$ cat src/rtl/qpu_exu_cfg.svh
//////////////////////////////////////////////////
// qpu execution stage configuration
// widths, register count and opcode values
//////////////////////////////////////////////////
`ifndef QPU_EXU_CFG_SVH
`define QPU_EXU_CFG_SVH

// datapath and register file
`define QPU_XLEN         32
`define QPU_RF_NUM       16
`define QPU_RFIDX_WIDTH  4

// time register
`define QPU_TIME_WIDTH   24

// opcodes, anything else is a nop
`define QPU_OPC_ADD      4'h1
`define QPU_OPC_SUB      4'h2
`define QPU_OPC_AND      4'h3
`define QPU_OPC_OR       4'h4
`define QPU_OPC_ADDI     4'h5
`define QPU_OPC_WAIT     4'h6

`endif

$ cat src/rtl/qpu_exu_pkg.sv
//////////////////////////////////////////////////
// qpu execution stage types
// instruction formats and alu operation codes
//////////////////////////////////////////////////
`default_nettype none

`include "qpu_exu_cfg.svh"

package qpu_exu_pkg;

  // register format, two sources
  typedef struct packed {
    logic [3:0]                      opcode;
    logic [`QPU_RFIDX_WIDTH-1:0]     rd;
    logic [`QPU_RFIDX_WIDTH-1:0]     rs1;
    logic [`QPU_RFIDX_WIDTH-1:0]     rs2;
    logic [27-3*`QPU_RFIDX_WIDTH:0]  pad;
  } instr_r_t;

  // immediate format, imm takes the rs2 slot and the padding
  typedef struct packed {
    logic [3:0]                      opcode;
    logic [`QPU_RFIDX_WIDTH-1:0]     rd;
    logic [`QPU_RFIDX_WIDTH-1:0]     rs1;
    logic [27-2*`QPU_RFIDX_WIDTH:0]  imm;
  } instr_i_t;

  // one word, read in either format by opcode
  typedef union packed {
    instr_r_t r;
    instr_i_t i;
  } instr_u;

  typedef enum logic [2:0] {
    ALU_ADD,
    ALU_SUB,
    ALU_AND,
    ALU_OR,
    ALU_WAIT
  } alu_op_e;

endpackage

`default_nettype wire

$ cat src/rtl/qpu_exu_stage_if.sv
//////////////////////////////////////////////////
// decode to execute link
// carries one issued operation with its operands
//////////////////////////////////////////////////
`timescale 1ns/1ps
`default_nettype none

`include "qpu_exu_cfg.svh"

interface qpu_exu_stage_if import qpu_exu_pkg::*; ();

  // op sitting between decode and alu
  logic                         valid;
  alu_op_e                      op;
  logic [`QPU_RFIDX_WIDTH-1:0]  rd;
  logic                         rdwen;

  // opa is always rs1, opb is rs2 or the immediate
  logic [`QPU_XLEN-1:0]         opa;
  logic [`QPU_XLEN-1:0]         opb;

  // decode side
  modport issue (output valid, op, rd, rdwen, opa, opb);

  // alu side
  modport exec (input valid, op, rd, rdwen, opa, opb);

endinterface

`default_nettype wire

$ cat src/rtl/qpu_exu.sv
//////////////////////////////////////////////////
// qpu execution stage top
//////////////////////////////////////////////////
`timescale 1ns/1ps
`default_nettype none

`include "qpu_exu_cfg.svh"

module qpu_exu (
  input  logic                        clk,
  input  logic                        i_reset,
  // instruction input
  input  logic                        i_valid,
  output logic                        o_ready,
  input  logic [31:0]                 i_ir,
  // time queue write
  output logic                        o_tiq_valid,
  input  logic                        i_tiq_ready,
  output logic [`QPU_TIME_WIDTH-1:0]  o_tiq_data,
  // retirement
  output logic                        o_cmt_valid,
  output logic [`QPU_RFIDX_WIDTH-1:0] o_cmt_rdidx,
  output logic [`QPU_XLEN-1:0]        o_cmt_data
);

  // register file reads
  logic [`QPU_RFIDX_WIDTH-1:0] rs1idx;
  logic [`QPU_RFIDX_WIDTH-1:0] rs2idx;
  logic [`QPU_XLEN-1:0]        rs1;
  logic [`QPU_XLEN-1:0]        rs2;

  // register file write
  logic                        rf_wen;
  logic [`QPU_RFIDX_WIDTH-1:0] rf_wdx;
  logic [`QPU_XLEN-1:0]        rf_wdata;

  // alu to write-back
  logic                        alu_valid;
  logic                        alu_wait;
  logic [`QPU_RFIDX_WIDTH-1:0] alu_rd;
  logic                        alu_rdwen;
  logic [`QPU_XLEN-1:0]        alu_result;

  // scoreboard, stall and time
  logic [`QPU_RFIDX_WIDTH-1:0] alu_busy_rd;
  logic                        alu_busy_wen;
  logic [`QPU_RFIDX_WIDTH-1:0] wb_busy_rd;
  logic                        wb_busy_wen;
  logic                        stall;
  logic [`QPU_TIME_WIDTH-1:0]  cur_time;

  qpu_exu_stage_if u_stage_if ();

  qpu_exu_regfile u_regfile (
    .clk      (clk),
    .i_rs1idx (rs1idx),
    .i_rs2idx (rs2idx),
    .o_rs1    (rs1),
    .o_rs2    (rs2),
    .i_wen    (rf_wen),
    .i_wdx    (rf_wdx),
    .i_wdata  (rf_wdata)
  );

  qpu_exu_decode u_decode (
    .clk            (clk),
    .i_reset        (i_reset),
    .i_valid        (i_valid),
    .o_ready        (o_ready),
    .i_ir           (i_ir),
    .o_rs1idx       (rs1idx),
    .o_rs2idx       (rs2idx),
    .i_rs1          (rs1),
    .i_rs2          (rs2),
    .i_stall        (stall),
    .i_alu_busy_rd  (alu_busy_rd),
    .i_alu_busy_wen (alu_busy_wen),
    .i_wb_busy_rd   (wb_busy_rd),
    .i_wb_busy_wen  (wb_busy_wen),
    .o_iss          (u_stage_if.issue)
  );

  qpu_exu_alu u_alu (
    .clk        (clk),
    .i_reset    (i_reset),
    .i_stall    (stall),
    .i_iss      (u_stage_if.exec),
    .i_time     (cur_time),
    .o_valid    (alu_valid),
    .o_wait     (alu_wait),
    .o_rd       (alu_rd),
    .o_rdwen    (alu_rdwen),
    .o_result   (alu_result),
    .o_busy_rd  (alu_busy_rd),
    .o_busy_wen (alu_busy_wen)
  );

  qpu_exu_wbck u_wbck (
    .clk         (clk),
    .i_reset     (i_reset),
    .i_valid     (alu_valid),
    .i_wait      (alu_wait),
    .i_rd        (alu_rd),
    .i_rdwen     (alu_rdwen),
    .i_result    (alu_result),
    .o_stall     (stall),
    .o_time      (cur_time),
    .o_rf_wen    (rf_wen),
    .o_rf_wdx    (rf_wdx),
    .o_rf_wdata  (rf_wdata),
    .o_tiq_valid (o_tiq_valid),
    .i_tiq_ready (i_tiq_ready),
    .o_tiq_data  (o_tiq_data),
    .o_cmt_valid (o_cmt_valid),
    .o_cmt_rdidx (o_cmt_rdidx),
    .o_cmt_data  (o_cmt_data),
    .o_busy_rd   (wb_busy_rd),
    .o_busy_wen  (wb_busy_wen)
  );

endmodule

`default_nettype wire

$ cat src/rtl/qpu_exu_alu.sv
//////////////////////////////////////////////////
// execute stage
// arithmetic, logic and next time point
//////////////////////////////////////////////////
`timescale 1ns/1ps
`default_nettype none

`include "qpu_exu_cfg.svh"

module qpu_exu_alu import qpu_exu_pkg::*; (
  input  logic                        clk,
  input  logic                        i_reset,
  input  logic                        i_stall,
  qpu_exu_stage_if.exec               i_iss,
  // time as seen by the next wait
  input  logic [`QPU_TIME_WIDTH-1:0]  i_time,
  // to write-back
  output logic                        o_valid,
  output logic                        o_wait,
  output logic [`QPU_RFIDX_WIDTH-1:0] o_rd,
  output logic                        o_rdwen,
  output logic [`QPU_XLEN-1:0]        o_result,
  // to scoreboard
  output logic [`QPU_RFIDX_WIDTH-1:0] o_busy_rd,
  output logic                        o_busy_wen
);

  logic [`QPU_XLEN-1:0]       alu_res;
  logic [`QPU_TIME_WIDTH-1:0] time_nxt;

  // old time plus imm plus rs1, wraps at the time width
  assign time_nxt = i_time + i_iss.opa[`QPU_TIME_WIDTH-1:0] +
                    i_iss.opb[`QPU_TIME_WIDTH-1:0];

  always_comb begin
    case (i_iss.op)
      ALU_SUB:  alu_res = i_iss.opa - i_iss.opb;
      ALU_AND:  alu_res = i_iss.opa & i_iss.opb;
      ALU_OR:   alu_res = i_iss.opa | i_iss.opb;
      ALU_WAIT: alu_res = {{(`QPU_XLEN-`QPU_TIME_WIDTH){1'b0}}, time_nxt};
      default:  alu_res = i_iss.opa + i_iss.opb;
    endcase
  end

  //////////////////////////////////////////////////
  // result register
  always_ff @(posedge clk) begin
    if (i_reset) begin
      o_valid <= 1'b0;
    end else if (!i_stall) begin
      o_valid <= i_iss.valid;
    end
  end

  // payload held with the valid
  always_ff @(posedge clk) begin
    if (!i_stall) begin
      o_wait   <= (i_iss.op == ALU_WAIT);
      o_rd     <= i_iss.rd;
      o_rdwen  <= i_iss.rdwen;
      o_result <= alu_res;
    end
  end

  // dest still being computed
  assign o_busy_rd  = o_rd;
  assign o_busy_wen = o_valid && o_rdwen;

endmodule

`default_nettype wire

$ cat src/rtl/qpu_exu_decode.sv
//////////////////////////////////////////////////
// decode and issue stage
// operand read, scoreboard stall, input handshake
//////////////////////////////////////////////////
`timescale 1ns/1ps
`default_nettype none

`include "qpu_exu_cfg.svh"

module qpu_exu_decode import qpu_exu_pkg::*; (
  input  logic                        clk,
  input  logic                        i_reset,
  // instruction input
  input  logic                        i_valid,
  output logic                        o_ready,
  input  logic [31:0]                 i_ir,
  // register file reads
  output logic [`QPU_RFIDX_WIDTH-1:0] o_rs1idx,
  output logic [`QPU_RFIDX_WIDTH-1:0] o_rs2idx,
  input  logic [`QPU_XLEN-1:0]        i_rs1,
  input  logic [`QPU_XLEN-1:0]        i_rs2,
  // hold from write-back
  input  logic                        i_stall,
  // in-flight destinations
  input  logic [`QPU_RFIDX_WIDTH-1:0] i_alu_busy_rd,
  input  logic                        i_alu_busy_wen,
  input  logic [`QPU_RFIDX_WIDTH-1:0] i_wb_busy_rd,
  input  logic                        i_wb_busy_wen,
  qpu_exu_stage_if.issue              o_iss
);

  instr_u               ir;
  logic [3:0]           opc;
  logic                 is_rtype;
  logic                 is_addi;
  logic                 is_wait;
  logic                 wr_reg;
  alu_op_e              dec_op;
  logic [`QPU_XLEN-1:0] imm_ext;
  logic                 hzd_rs1;
  logic                 hzd_rs2;
  logic                 accept;

  //////////////////////////////////////////////////
  // field decode
  assign ir       = i_ir;
  assign opc      = ir.r.opcode;
  assign o_rs1idx = ir.r.rs1;
  // only meaningful for the register format
  assign o_rs2idx = ir.r.rs2;

  assign is_rtype = (opc == `QPU_OPC_ADD) || (opc == `QPU_OPC_SUB) ||
                    (opc == `QPU_OPC_AND) || (opc == `QPU_OPC_OR);
  assign is_addi  = (opc == `QPU_OPC_ADDI);
  assign is_wait  = (opc == `QPU_OPC_WAIT);
  // x0 writes are dropped here, nothing downstream sees them
  assign wr_reg   = (is_rtype || is_addi) && (ir.r.rd != '0);

  // imm zero extended
  assign imm_ext  = {{(`QPU_XLEN-$bits(ir.i.imm)){1'b0}}, ir.i.imm};

  always_comb begin
    case (opc)
      `QPU_OPC_SUB:  dec_op = ALU_SUB;
      `QPU_OPC_AND:  dec_op = ALU_AND;
      `QPU_OPC_OR:   dec_op = ALU_OR;
      `QPU_OPC_WAIT: dec_op = ALU_WAIT;
      // add, addi and nops
      default:       dec_op = ALU_ADD;
    endcase
  end

  //////////////////////////////////////////////////
  // scoreboard against the three stages ahead
  assign hzd_rs1 = (is_rtype || is_addi || is_wait) && (
      (o_iss.valid && o_iss.rdwen && (o_iss.rd == o_rs1idx)) ||
      (i_alu_busy_wen && (i_alu_busy_rd == o_rs1idx)) ||
      (i_wb_busy_wen && (i_wb_busy_rd == o_rs1idx)));

  assign hzd_rs2 = is_rtype && (
      (o_iss.valid && o_iss.rdwen && (o_iss.rd == o_rs2idx)) ||
      (i_alu_busy_wen && (i_alu_busy_rd == o_rs2idx)) ||
      (i_wb_busy_wen && (i_wb_busy_rd == o_rs2idx)));

  assign o_ready = !i_stall && !hzd_rs1 && !hzd_rs2;
  assign accept  = i_valid && o_ready;

  //////////////////////////////////////////////////
  // issue register, frozen while stalled
  always_ff @(posedge clk) begin
    if (i_reset) begin
      o_iss.valid <= 1'b0;
    end else if (!i_stall) begin
      o_iss.valid <= accept;
    end
  end

  always_ff @(posedge clk) begin
    if (accept) begin
      o_iss.op    <= dec_op;
      o_iss.rd    <= ir.r.rd;
      o_iss.rdwen <= wr_reg;
      o_iss.opa   <= i_rs1;
      o_iss.opb   <= is_rtype ? i_rs2 : imm_ext;
    end
  end

  // a pending time push must not lose the op waiting behind it
  a_hold_on_stall : assert property (@(posedge clk) disable iff (i_reset)
    (i_stall && o_iss.valid) |=> (o_iss.valid && $stable(o_iss.opa)));

endmodule

`default_nettype wire

$ cat src/rtl/qpu_exu_regfile.sv
//////////////////////////////////////////////////
// classical register file, 2 read 1 write
// entry zero is tied to zero
//////////////////////////////////////////////////
`timescale 1ns/1ps
`default_nettype none

`include "qpu_exu_cfg.svh"

module qpu_exu_regfile (
  input  logic                        clk,
  // read ports
  input  logic [`QPU_RFIDX_WIDTH-1:0] i_rs1idx,
  input  logic [`QPU_RFIDX_WIDTH-1:0] i_rs2idx,
  output logic [`QPU_XLEN-1:0]        o_rs1,
  output logic [`QPU_XLEN-1:0]        o_rs2,
  // write port from write-back
  input  logic                        i_wen,
  input  logic [`QPU_RFIDX_WIDTH-1:0] i_wdx,
  input  logic [`QPU_XLEN-1:0]        i_wdata
);

  logic [`QPU_XLEN-1:0] rf_q [`QPU_RF_NUM];

  // one flop row per entry
  for (genvar i = 0; i < `QPU_RF_NUM; i++) begin : g_rf
    if (i == 0) begin : g_zero
      // x0 reads zero whatever is written
      assign rf_q[i] = '0;
    end else begin : g_ent
      always_ff @(posedge clk) begin
        if (i_wen && (i_wdx == i)) begin
          rf_q[i] <= i_wdata;
        end
      end
    end
  end

  // combinational reads
  assign o_rs1 = rf_q[i_rs1idx];
  assign o_rs2 = rf_q[i_rs2idx];

  // decode drops rdwen for rd of zero, so write-back never targets x0
  a_no_x0_write : assert property (@(posedge clk)
    i_wen |-> (i_wdx != '0));

endmodule

`default_nettype wire

$ cat src/rtl/qpu_exu_wbck.sv
//////////////////////////////////////////////////
// write-back stage
// time register, register writes, time queue push
//////////////////////////////////////////////////
`timescale 1ns/1ps
`default_nettype none

`include "qpu_exu_cfg.svh"

module qpu_exu_wbck (
  input  logic                        clk,
  input  logic                        i_reset,
  // from alu
  input  logic                        i_valid,
  input  logic                        i_wait,
  input  logic [`QPU_RFIDX_WIDTH-1:0] i_rd,
  input  logic                        i_rdwen,
  input  logic [`QPU_XLEN-1:0]        i_result,
  // pipeline hold and time to the alu
  output logic                        o_stall,
  output logic [`QPU_TIME_WIDTH-1:0]  o_time,
  // register file write
  output logic                        o_rf_wen,
  output logic [`QPU_RFIDX_WIDTH-1:0] o_rf_wdx,
  output logic [`QPU_XLEN-1:0]        o_rf_wdata,
  // time queue
  output logic                        o_tiq_valid,
  input  logic                        i_tiq_ready,
  output logic [`QPU_TIME_WIDTH-1:0]  o_tiq_data,
  // retirement
  output logic                        o_cmt_valid,
  output logic [`QPU_RFIDX_WIDTH-1:0] o_cmt_rdidx,
  output logic [`QPU_XLEN-1:0]        o_cmt_data,
  // to scoreboard
  output logic [`QPU_RFIDX_WIDTH-1:0] o_busy_rd,
  output logic                        o_busy_wen
);

  logic                        valid_q;
  logic                        wait_q;
  logic                        rdwen_q;
  logic [`QPU_RFIDX_WIDTH-1:0] rd_q;
  logic [`QPU_XLEN-1:0]        result_q;
  logic [`QPU_TIME_WIDTH-1:0]  time_q;

  //////////////////////////////////////////////////
  // stage register and time register
  always_ff @(posedge clk) begin
    if (i_reset) begin
      valid_q <= 1'b0;
      time_q  <= '0;
    end else if (!o_stall) begin
      valid_q <= i_valid;
      if (i_valid && i_wait) begin
        time_q <= i_result[`QPU_TIME_WIDTH-1:0];
      end
    end
  end

  always_ff @(posedge clk) begin
    if (!o_stall) begin
      wait_q   <= i_wait;
      rdwen_q  <= i_rdwen;
      rd_q     <= i_rd;
      result_q <= i_result;
    end
  end

  // a wait in the alu loads time_q on the next move, so hand its value forward
  assign o_time = (i_valid && i_wait) ? i_result[`QPU_TIME_WIDTH-1:0] : time_q;

  // pending push is a wait held here
  assign o_tiq_valid = valid_q && wait_q;
  assign o_tiq_data  = time_q;
  assign o_stall     = o_tiq_valid && !i_tiq_ready;

  // register write and retirement pulse together
  assign o_rf_wen    = valid_q && rdwen_q;
  assign o_rf_wdx    = rd_q;
  assign o_rf_wdata  = result_q;
  assign o_cmt_valid = o_rf_wen;
  assign o_cmt_rdidx = rd_q;
  assign o_cmt_data  = result_q;

  assign o_busy_rd   = rd_q;
  assign o_busy_wen  = o_rf_wen;

  // queue data held until taken
  a_tiq_hold : assert property (@(posedge clk) disable iff (i_reset)
    (o_tiq_valid && !i_tiq_ready) |=> (o_tiq_valid && $stable(o_tiq_data)));

endmodule

`default_nettype wire

$ cat config.mk
export PLATFORM = sky130hd
export DESIGN_NAME = qpu_exu
export DESIGN_NICKNAME = d
export VERILOG_FILES = /design/src/rtl/qpu_exu_pkg.sv /design/src/rtl/qpu_exu_stage_if.sv /design/src/rtl/qpu_exu.sv /design/src/rtl/qpu_exu_alu.sv /design/src/rtl/qpu_exu_decode.sv /design/src/rtl/qpu_exu_regfile.sv /design/src/rtl/qpu_exu_wbck.sv
export VERILOG_INCLUDE_DIRS = /design/src /design/src/rtl
export SDC_FILE = /design/constraint.sdc
export NUM_CORES = 1
export LEC_CHECK = 0
export ABC_AREA = 1
export ABC_CLOCK_PERIOD_IN_PS = 7210
export BUFFER_PORTS_ARGS = -buffer_cell sky130_fd_sc_hd__buf_2
export CAP_MARGIN = 10
export CORE_AREA = 2 2 400 283
export CTS_BUF_LIST = sky130_fd_sc_hd__clkbuf_4 sky130_fd_sc_hd__clkbuf_8
export CTS_CLUSTER_SIZE = 40
export DETAILED_ROUTE_END_ITERATION = 16
export DIE_AREA = 0 0 402 285
export GPL_TIMING_DRIVEN = 0
export SLEW_MARGIN = 30
export SYNTH_ARGS = -nofsm -noshare
export SYNTH_HDL_FRONTEND = slang
export SYNTH_HIERARCHICAL = 1
export SYNTH_SLANG_ARGS = --single-unit
$ cat constraint.sdc
create_clock -name clk -period 7.21 [get_ports clk]
set_clock_uncertainty 0.1 [all_clocks]
set_input_delay 0.3605 -clock clk [delete_from_list [all_inputs] [get_ports clk]]
set_output_delay 0.3605 -clock clk [all_outputs]
set_load 0.02 [all_outputs]
## Word level (Yosys, flattened, before mapping)

Index checks and enable logic that the tools add are counted.

- Register bits: 655
- Output and inout bits: 63
- Logic and storage cells: 131

- Add/sub/neg operators: 4
- $lt $le $gt $ge: 2
- Equal/unequal tests: 31
- Muxes and demuxes: 10
- Bitwise logic cells: 4
- Reductions and logical operators: 47

Operators with widths:

| kind | count |
|---|---|
| 32-bit binary-select mux with 4-bit select | 2 |
| 32-bit two-way mux | 4 |
| 32-bit case mux with 4 select lines | 1 |
| 24-bit adder | 2 |
| 1-bit logical AND | 33 |
| 32-bit adder | 1 |
| 32-bit bitwise AND | 1 |
| 4-bit == test, second input constant | 8 |
| 32-bit bitwise OR | 1 |
| 32-bit subtractor | 1 |
| 4-bit by 3-bit == test with 1-bit output, second input constant | 7 |
| 4-bit == test | 6 |
| 24-bit two-way mux | 1 |
| 20-bit two-way mux | 1 |
| 4-bit by 2-bit == test with 1-bit output, second input constant | 4 |
| 3-bit case mux with 4 select lines | 1 |
| 5-bit greater-or-equal comparator, second input constant | 2 |
| 4-bit NOT with 5-bit output | 2 |
| 1-bit logical OR | 9 |
| 4-bit by 1-bit == test with 1-bit output, second input constant | 2 |
| 3-bit by 2-bit == test with 1-bit output, second input constant | 2 |
| 1-bit zero test | 4 |
| 4-bit nonzero test | 1 |
| 3-bit by 1-bit == test with 1-bit output, second input constant | 1 |
| 3-bit == test, second input constant | 1 |

## Depth between registers and ports, before layout

- Depth in word-level cells: 11
- Depth in mapped cells: 23
- Mapped depth without buffers: 23

## By module

Netlist, hierarchy kept.

By module, submodules not included:

| module | times used | cells each | area each (um^2) | sequential area each (um^2) |
|---|---|---|---|---|
| qpu_exu_regfile | 1 | 3014 | 25249.2 | 14413.8 |
| qpu_exu_alu | 1 | 1283 | 8094.0 | 1161.1 |
| qpu_exu_decode | 1 | 281 | 3199.3 | 2182.1 |
| qpu_exu_wbck | 1 | 322 | 3000.4 | 1641.6 |

## Least setup slack after synthesis

No wires, ideal clock.

- Kind: register -> register
- Start: reg u_wbck.rd_q[2], in the netlist u_wbck/o_busy_rd[2]
- End: reg u_regfile/rf_q[384] (netlist bit), enable pin
- Library setup time: 461 ps
- Arrival time: 3104 ps
- Required time: 6649 ps
- Setup slack: 3545 ps
- Cell stages (with the launch flop): 4
- Buffers on the path: 1
- Cells stage by stage: edfxtp_1 -> buf_4 -> or2_2 -> nor3_1

- Cells in the longest elaborated chain, start to end: 2

Ends and longest elaborated chain:

| what | line | RTL |
|---|---|---|
| from (decl) | qpu_exu_wbck.sv:42 | `` logic [`QPU_RFIDX_WIDTH-1:0] rd_q; `` |
| from (signal assigned) | qpu_exu_wbck.sv:64 | `rd_q <= i_rd;` |
| 4-bit by 2-bit == test with 1-bit output | qpu_exu_regfile.sv:32 | `if (i_wen && (i_wdx == i)) begin` |
| 1-bit logical AND | qpu_exu_regfile.sv:32 |  |
| to (signal, indexed assignment) | qpu_exu_regfile.sv:33 | `rf_q[i] <= i_wdata;` |
| to (decl) | qpu_exu_regfile.sv:23 | `` logic [`QPU_XLEN-1:0] rf_q [`QPU_RF_NUM]; `` |

No other way between the ends.
A chain may end at the register's enable or synchronous reset.

## Worst setup path in the final report

- Start: reg u_decode.o_iss.opb[1]
- End: reg u_alu.o_result[25], data pin

- Cells in the longest elaborated chain, start to end: 2
- Elaborated cells on any way between the ends: 3
- Those cells by class: 2 x add/sub; 1 x mux

Ends and longest elaborated chain:

| what | line | RTL |
|---|---|---|
| from (decl) | qpu_exu_stage_if.sv:23 | `modport issue (output valid, op, rd, rdwen, opa, opb);` |
| from (signal assigned) | qpu_exu_decode.sv:104 | `o_iss.opb <= is_rtype ? i_rs2 : imm_ext;` |
| 32-bit adder or 32-bit subtractor (tied branches) | qpu_exu_alu.sv:41, qpu_exu_alu.sv:37 |  |
| 32-bit case mux with 4 select lines * | qpu_exu_alu.sv:36 | `case (i_iss.op)` |
| via u_alu.alu_res[25] | qpu_exu_alu.sv:28 | `` logic [`QPU_XLEN-1:0] alu_res; `` |
| to (signal assigned) | qpu_exu_alu.sv:61 | `o_result <= alu_res;` |
| to (decl) | qpu_exu_alu.sv:22 | `` output logic [`QPU_XLEN-1:0] o_result, `` |

Mark *: on every way through the listed nets, which the timed path passes. The rest lies on a longest branch.

==> out/metrics.yaml <==
detailed_routing:
  vias: 36900
  routed_wl_um: 163000
  detail-route-antenna-nets: 0
  drcViolationCount: 0
  routed_via_density: 5.48
  drt_pass1_iterations: 7
  drtIter0Drc: 6608
  route.detailed.wl_per_inst_um: 24.2
worst_setup_path:
  family_with_the_most_delay_on_the_worst_path: "simple AND/OR/NAND/NOR gates"
  crit_path_end_kind: "register"
  path_buf_inv: 1
  cp-start-kind: "register"
  cpPeakStageDelay_ns: 0.58
  crit_path_cell_trace: "inv_1, ha_1, nand3_2, nor2_4, nand2_2, o21ai_2, o211ai_1, xor2_1, ha_1, nand2_1, nor2_1, nand2_1, nor3_1, nand2_1, nand2_1, nand2_1, nand3_1, nand2_1"
  crit_path_max_fanout: 5
  slowest_stage: "ha_1"
  path_common_cell: "nand2_1"
  critPathKind: "reg -> reg"
  crit_required_ns: 7.64
  arrival_ns: 5.25
clock_network:
  cts-buffers-inserted: 102
  clock_input_transition_at_the_sequential_cells_of_the_worst_setup_and_hold_paths_ns: 0.08
  clk-insertion-delay-late_ns: 0.83
  post_cts.repair.setup_buffers: 0
  clock_tree.htree_level_count: 3
  clkSinkCount: 655
  ctsRootBufferMaster: "clkbuf_8"
  clock_tree_from_tritoncts: "built"
  clk_path_buf_depth: 3
logic_synthesis:
  synth-simple-area-share_pct: 31.9
  netlist.area_leader.share_pct: 47.7
  synth_top_cells_by_count: "nand2_1, nand3_1, inv_1"
  post_synth_inst_count: 4900
  post-synth-top-count-cell: "nand2_1"
  synthXorXnorAreaFrac_pct: 1.06
  post_synth_fa_ha_maj_area_fraction_pct: 4.67
  post_synth_num_cell_types: 51
  synth_compound_area_share_pct: 1.91
  largest_family_of_logic_cells_by_synthesized_area: "simple AND/OR/NAND/NOR gates"
  muxShareOfSynthArea_pct: 0
  syn_nets: 5063
  synth.cell_area_mm2: 0.0395
  ys_async_sr_fraction_pct: 0
  ys.warnings.count: 6
  yosys-top-cells-area: "edfxtp_1, nand2_1, nand3_1, inv_1, ha_1"
  ys_dominant_reg_cell: "edfxtp_1"
  synth.yosys.seq_area_share_pct: 49.1
  synth_top_area_cell: "edfxtp_1"
  synth_seq_cells: 655
  syn_avg_cell_area_um2: 8.07
  number_of_enable_flip_flop_cells_after_synthesis: 628
placement:
  cell_area_reported_after_detailed_placement_mm2: 0.0428
  gp_routability_congestion: 1.03
  port-buffer-count: 98
  place.detailed.hpwl_um: 125000
grt:
  largest_net_degree_at_the_start_of_global_routing: 46
  aggregate_global_routing_overflow: 0
  antenna_found_initial: 4
  first_global_vias: 32600
  grt_util_all_layers_pct: 27.6
  wire_length_of_the_first_global_routing_pass_um: 228000
die:
  die-width_um: 402
  total_die_area_mm2: 0.115
  site_row_count: 103
  dieHeight_um: 285
  placeableCoreArea_mm2: 0.111
  initial_utilization_pct: 35.5
  floorplan.io_pins: 99
sta:
  timing.final.crit_share_pct: 66.8
  max_frequency_ghz: 0.208
  totalNegativeSetupSlack_ns: 0
  slew_viol_final: 0
  finalWorstPathRequiredPeriod_ns: 4.81
  actual_transition_at_the_worst_max_transition_pin_ns: 1.10
  final_setup_violation_count: 0
  maxSlewHeadroom_pct: 27.0
  rsz0062_at_grt: "false"
  hold_violations: 0
power_and_ir_drop:
  power.density_cell_area_mw_per_mm2: 233
  p_leak_nw: 20.8
  ir_worst_vdd_v: 0.000137
finish:
  final-seq-area_mm2: 0.0194
  multi_input_comb_area_mm2: 0.0158
  drive_gt1_share_pct: 12.4
  area.growth.synth_to_final_pct: 14.5
  number_of_nets_in_the_layout: 5340
  finish.instance_area_mm2: 0.0453
  fillCellCount: 11300
job:
  maxCapViolations: 0
outcome:
  outcome: "finished, final reports clean"
hold_path:
  timing.hold.worst.class: "in -> reg"
-- through the flow --
step / hold WS, ns / power (W) / std cells / util [%] / setup slack, ns
2_1_floorplan: 0.300 / 0.00617 / 4900 / - / 3.55
3_3_place_gp: 0.305 / 0.00711 / 6468 / 37.6 / 0.836
3_5_place_dp: 0.306 / 0.00714 / 6510 / 38.5 / 2.81
4_1_cts: 0.0211 / 0.0105 / 6732 / 40.7 / 2.74
5_1_grt: 0.0324 / 0.0109 / 6735 / 40.7 / 2.51
6_report: 0.0634 / 0.0106 / 6735 / 40.7 / 2.40
-- placed cells by master, fill, tap and decap left out, types with 8 or more instances in the layout --
master,count
nand2_1,1597
nand3_1,976
inv_1,734
edfxtp_1,628
buf_2,214
nor2_1,175
clkbuf_8,107
buf_4,105
ha_1,102
a21oi_1,58
xor2_1,41
dlygate4sd3_1,33
o21ai_0,31
clkbuf_1,31
nor2_4,29
nand2_2,29
clkinv_1,28
nand4_1,28
dfxtp_1,27
fa_1,25
buf_1,25
clkbuf_4,23
buf_16,23
nor2_2,19
clkinv_2,17
inv_2,16
buf_6,14
o21bai_1,8
nand3b_1,8
o2111ai_1,8
-- path summary, 6_finish.rpt --
| check | cells past startpoint | slack [ns] | endpoint | startpoint |
|---|---|---|---|---|
| worst max-delay path | 18 | 2.40 | u_alu/o_result[25] | u_decode/o_iss.opb[1] |
| worst min-delay path | 3 | 0.06 | u_decode/o_iss.opb[16] | i_ir[16] |
| worst max register to register | 18 | 2.40 | u_alu/o_result[25] | u_decode/o_iss.opb[1] |
| worst min register to register | 0 | 0.32 | u_wbck/o_cmt_data[30] | u_alu/o_result[30] |
-- layout make-up --
| class | count | area share, % |
|---|---|---|
| timing repair buffer | 173 | 3.64 |
| antenna | 3 | 0.0166 |
| sequential | 655 | 42.8 |
| tap | 1470 | 4.06 |
| clock inverter | 59 | 1.04 |
| clock buffer | 130 | 3.63 |
| buffer | 279 | 3.68 |
| inverter | 755 | 6.29 |
| multi-input combinational | 3211 | 34.8 |
-- worst min-delay path, cell delays in order --
cell,delay [ns]
buf_2,0.16
inv_1,0.15
o21ai_0,0.11
-- per-layer routing --
layer | global-route usage, % | part of all wire [%]
met4 | 8.21 | 3.0
met2 | 33.6 | 35
met1 | 43.7 | 44
met3 | 10.2 | 17
met5 | 0 | 0.0080
-- state kept, by name, indices dropped and copies added (netlist names) --
register / cells
u_wbck/rdwen_q: 1
u_alu/o_rdwen: 1
u_alu/o_valid: 1
u_wbck/wait_q: 1
u_alu/o_busy_rd: 4
u_wbck/o_cmt_data: 32
u_decode/o_iss.opa: 32
u_decode/o_iss.opb: 32
u_decode/o_iss.op: 3
u_wbck/o_tiq_data: 24
u_decode/o_iss.rd: 4
u_alu/o_wait: 1
u_wbck/valid_q: 1
u_wbck/o_busy_rd: 4
u_alu/o_result: 32
u_regfile/rf_q: 480
u_decode/o_iss.valid: 1
u_decode/o_iss.rdwen: 1
-- power breakdown --
group,internal (W),switching (W)
registers,0.00463,0.000214
clock network,0.00175,0.00163
logic,0.000634,0.00170
total,0.00702,0.00354
-- what timing repair did --
| action | 4_1_cts | 5_1_grt |
|---|---|---|
| gates resized for setup | 0 | 0 |
| hold endpoints to repair | 47 | 0 |
| hold buffers | 33 | 0 |
-- kinds of logic (layout without fill, tap and decap cells) --
group	count (synthesis)	in the layout
AND/OR/NAND/NOR	2899	2899
buffers and inverters	1034	1396
other	0	3
adder cells (fa/ha/maj)	134	134
flip-flops	655	655
AO/OA/AOI/OAI	130	130
XOR/XNOR	48	48
Note: power is estimated with default switching activity, not from simulation.
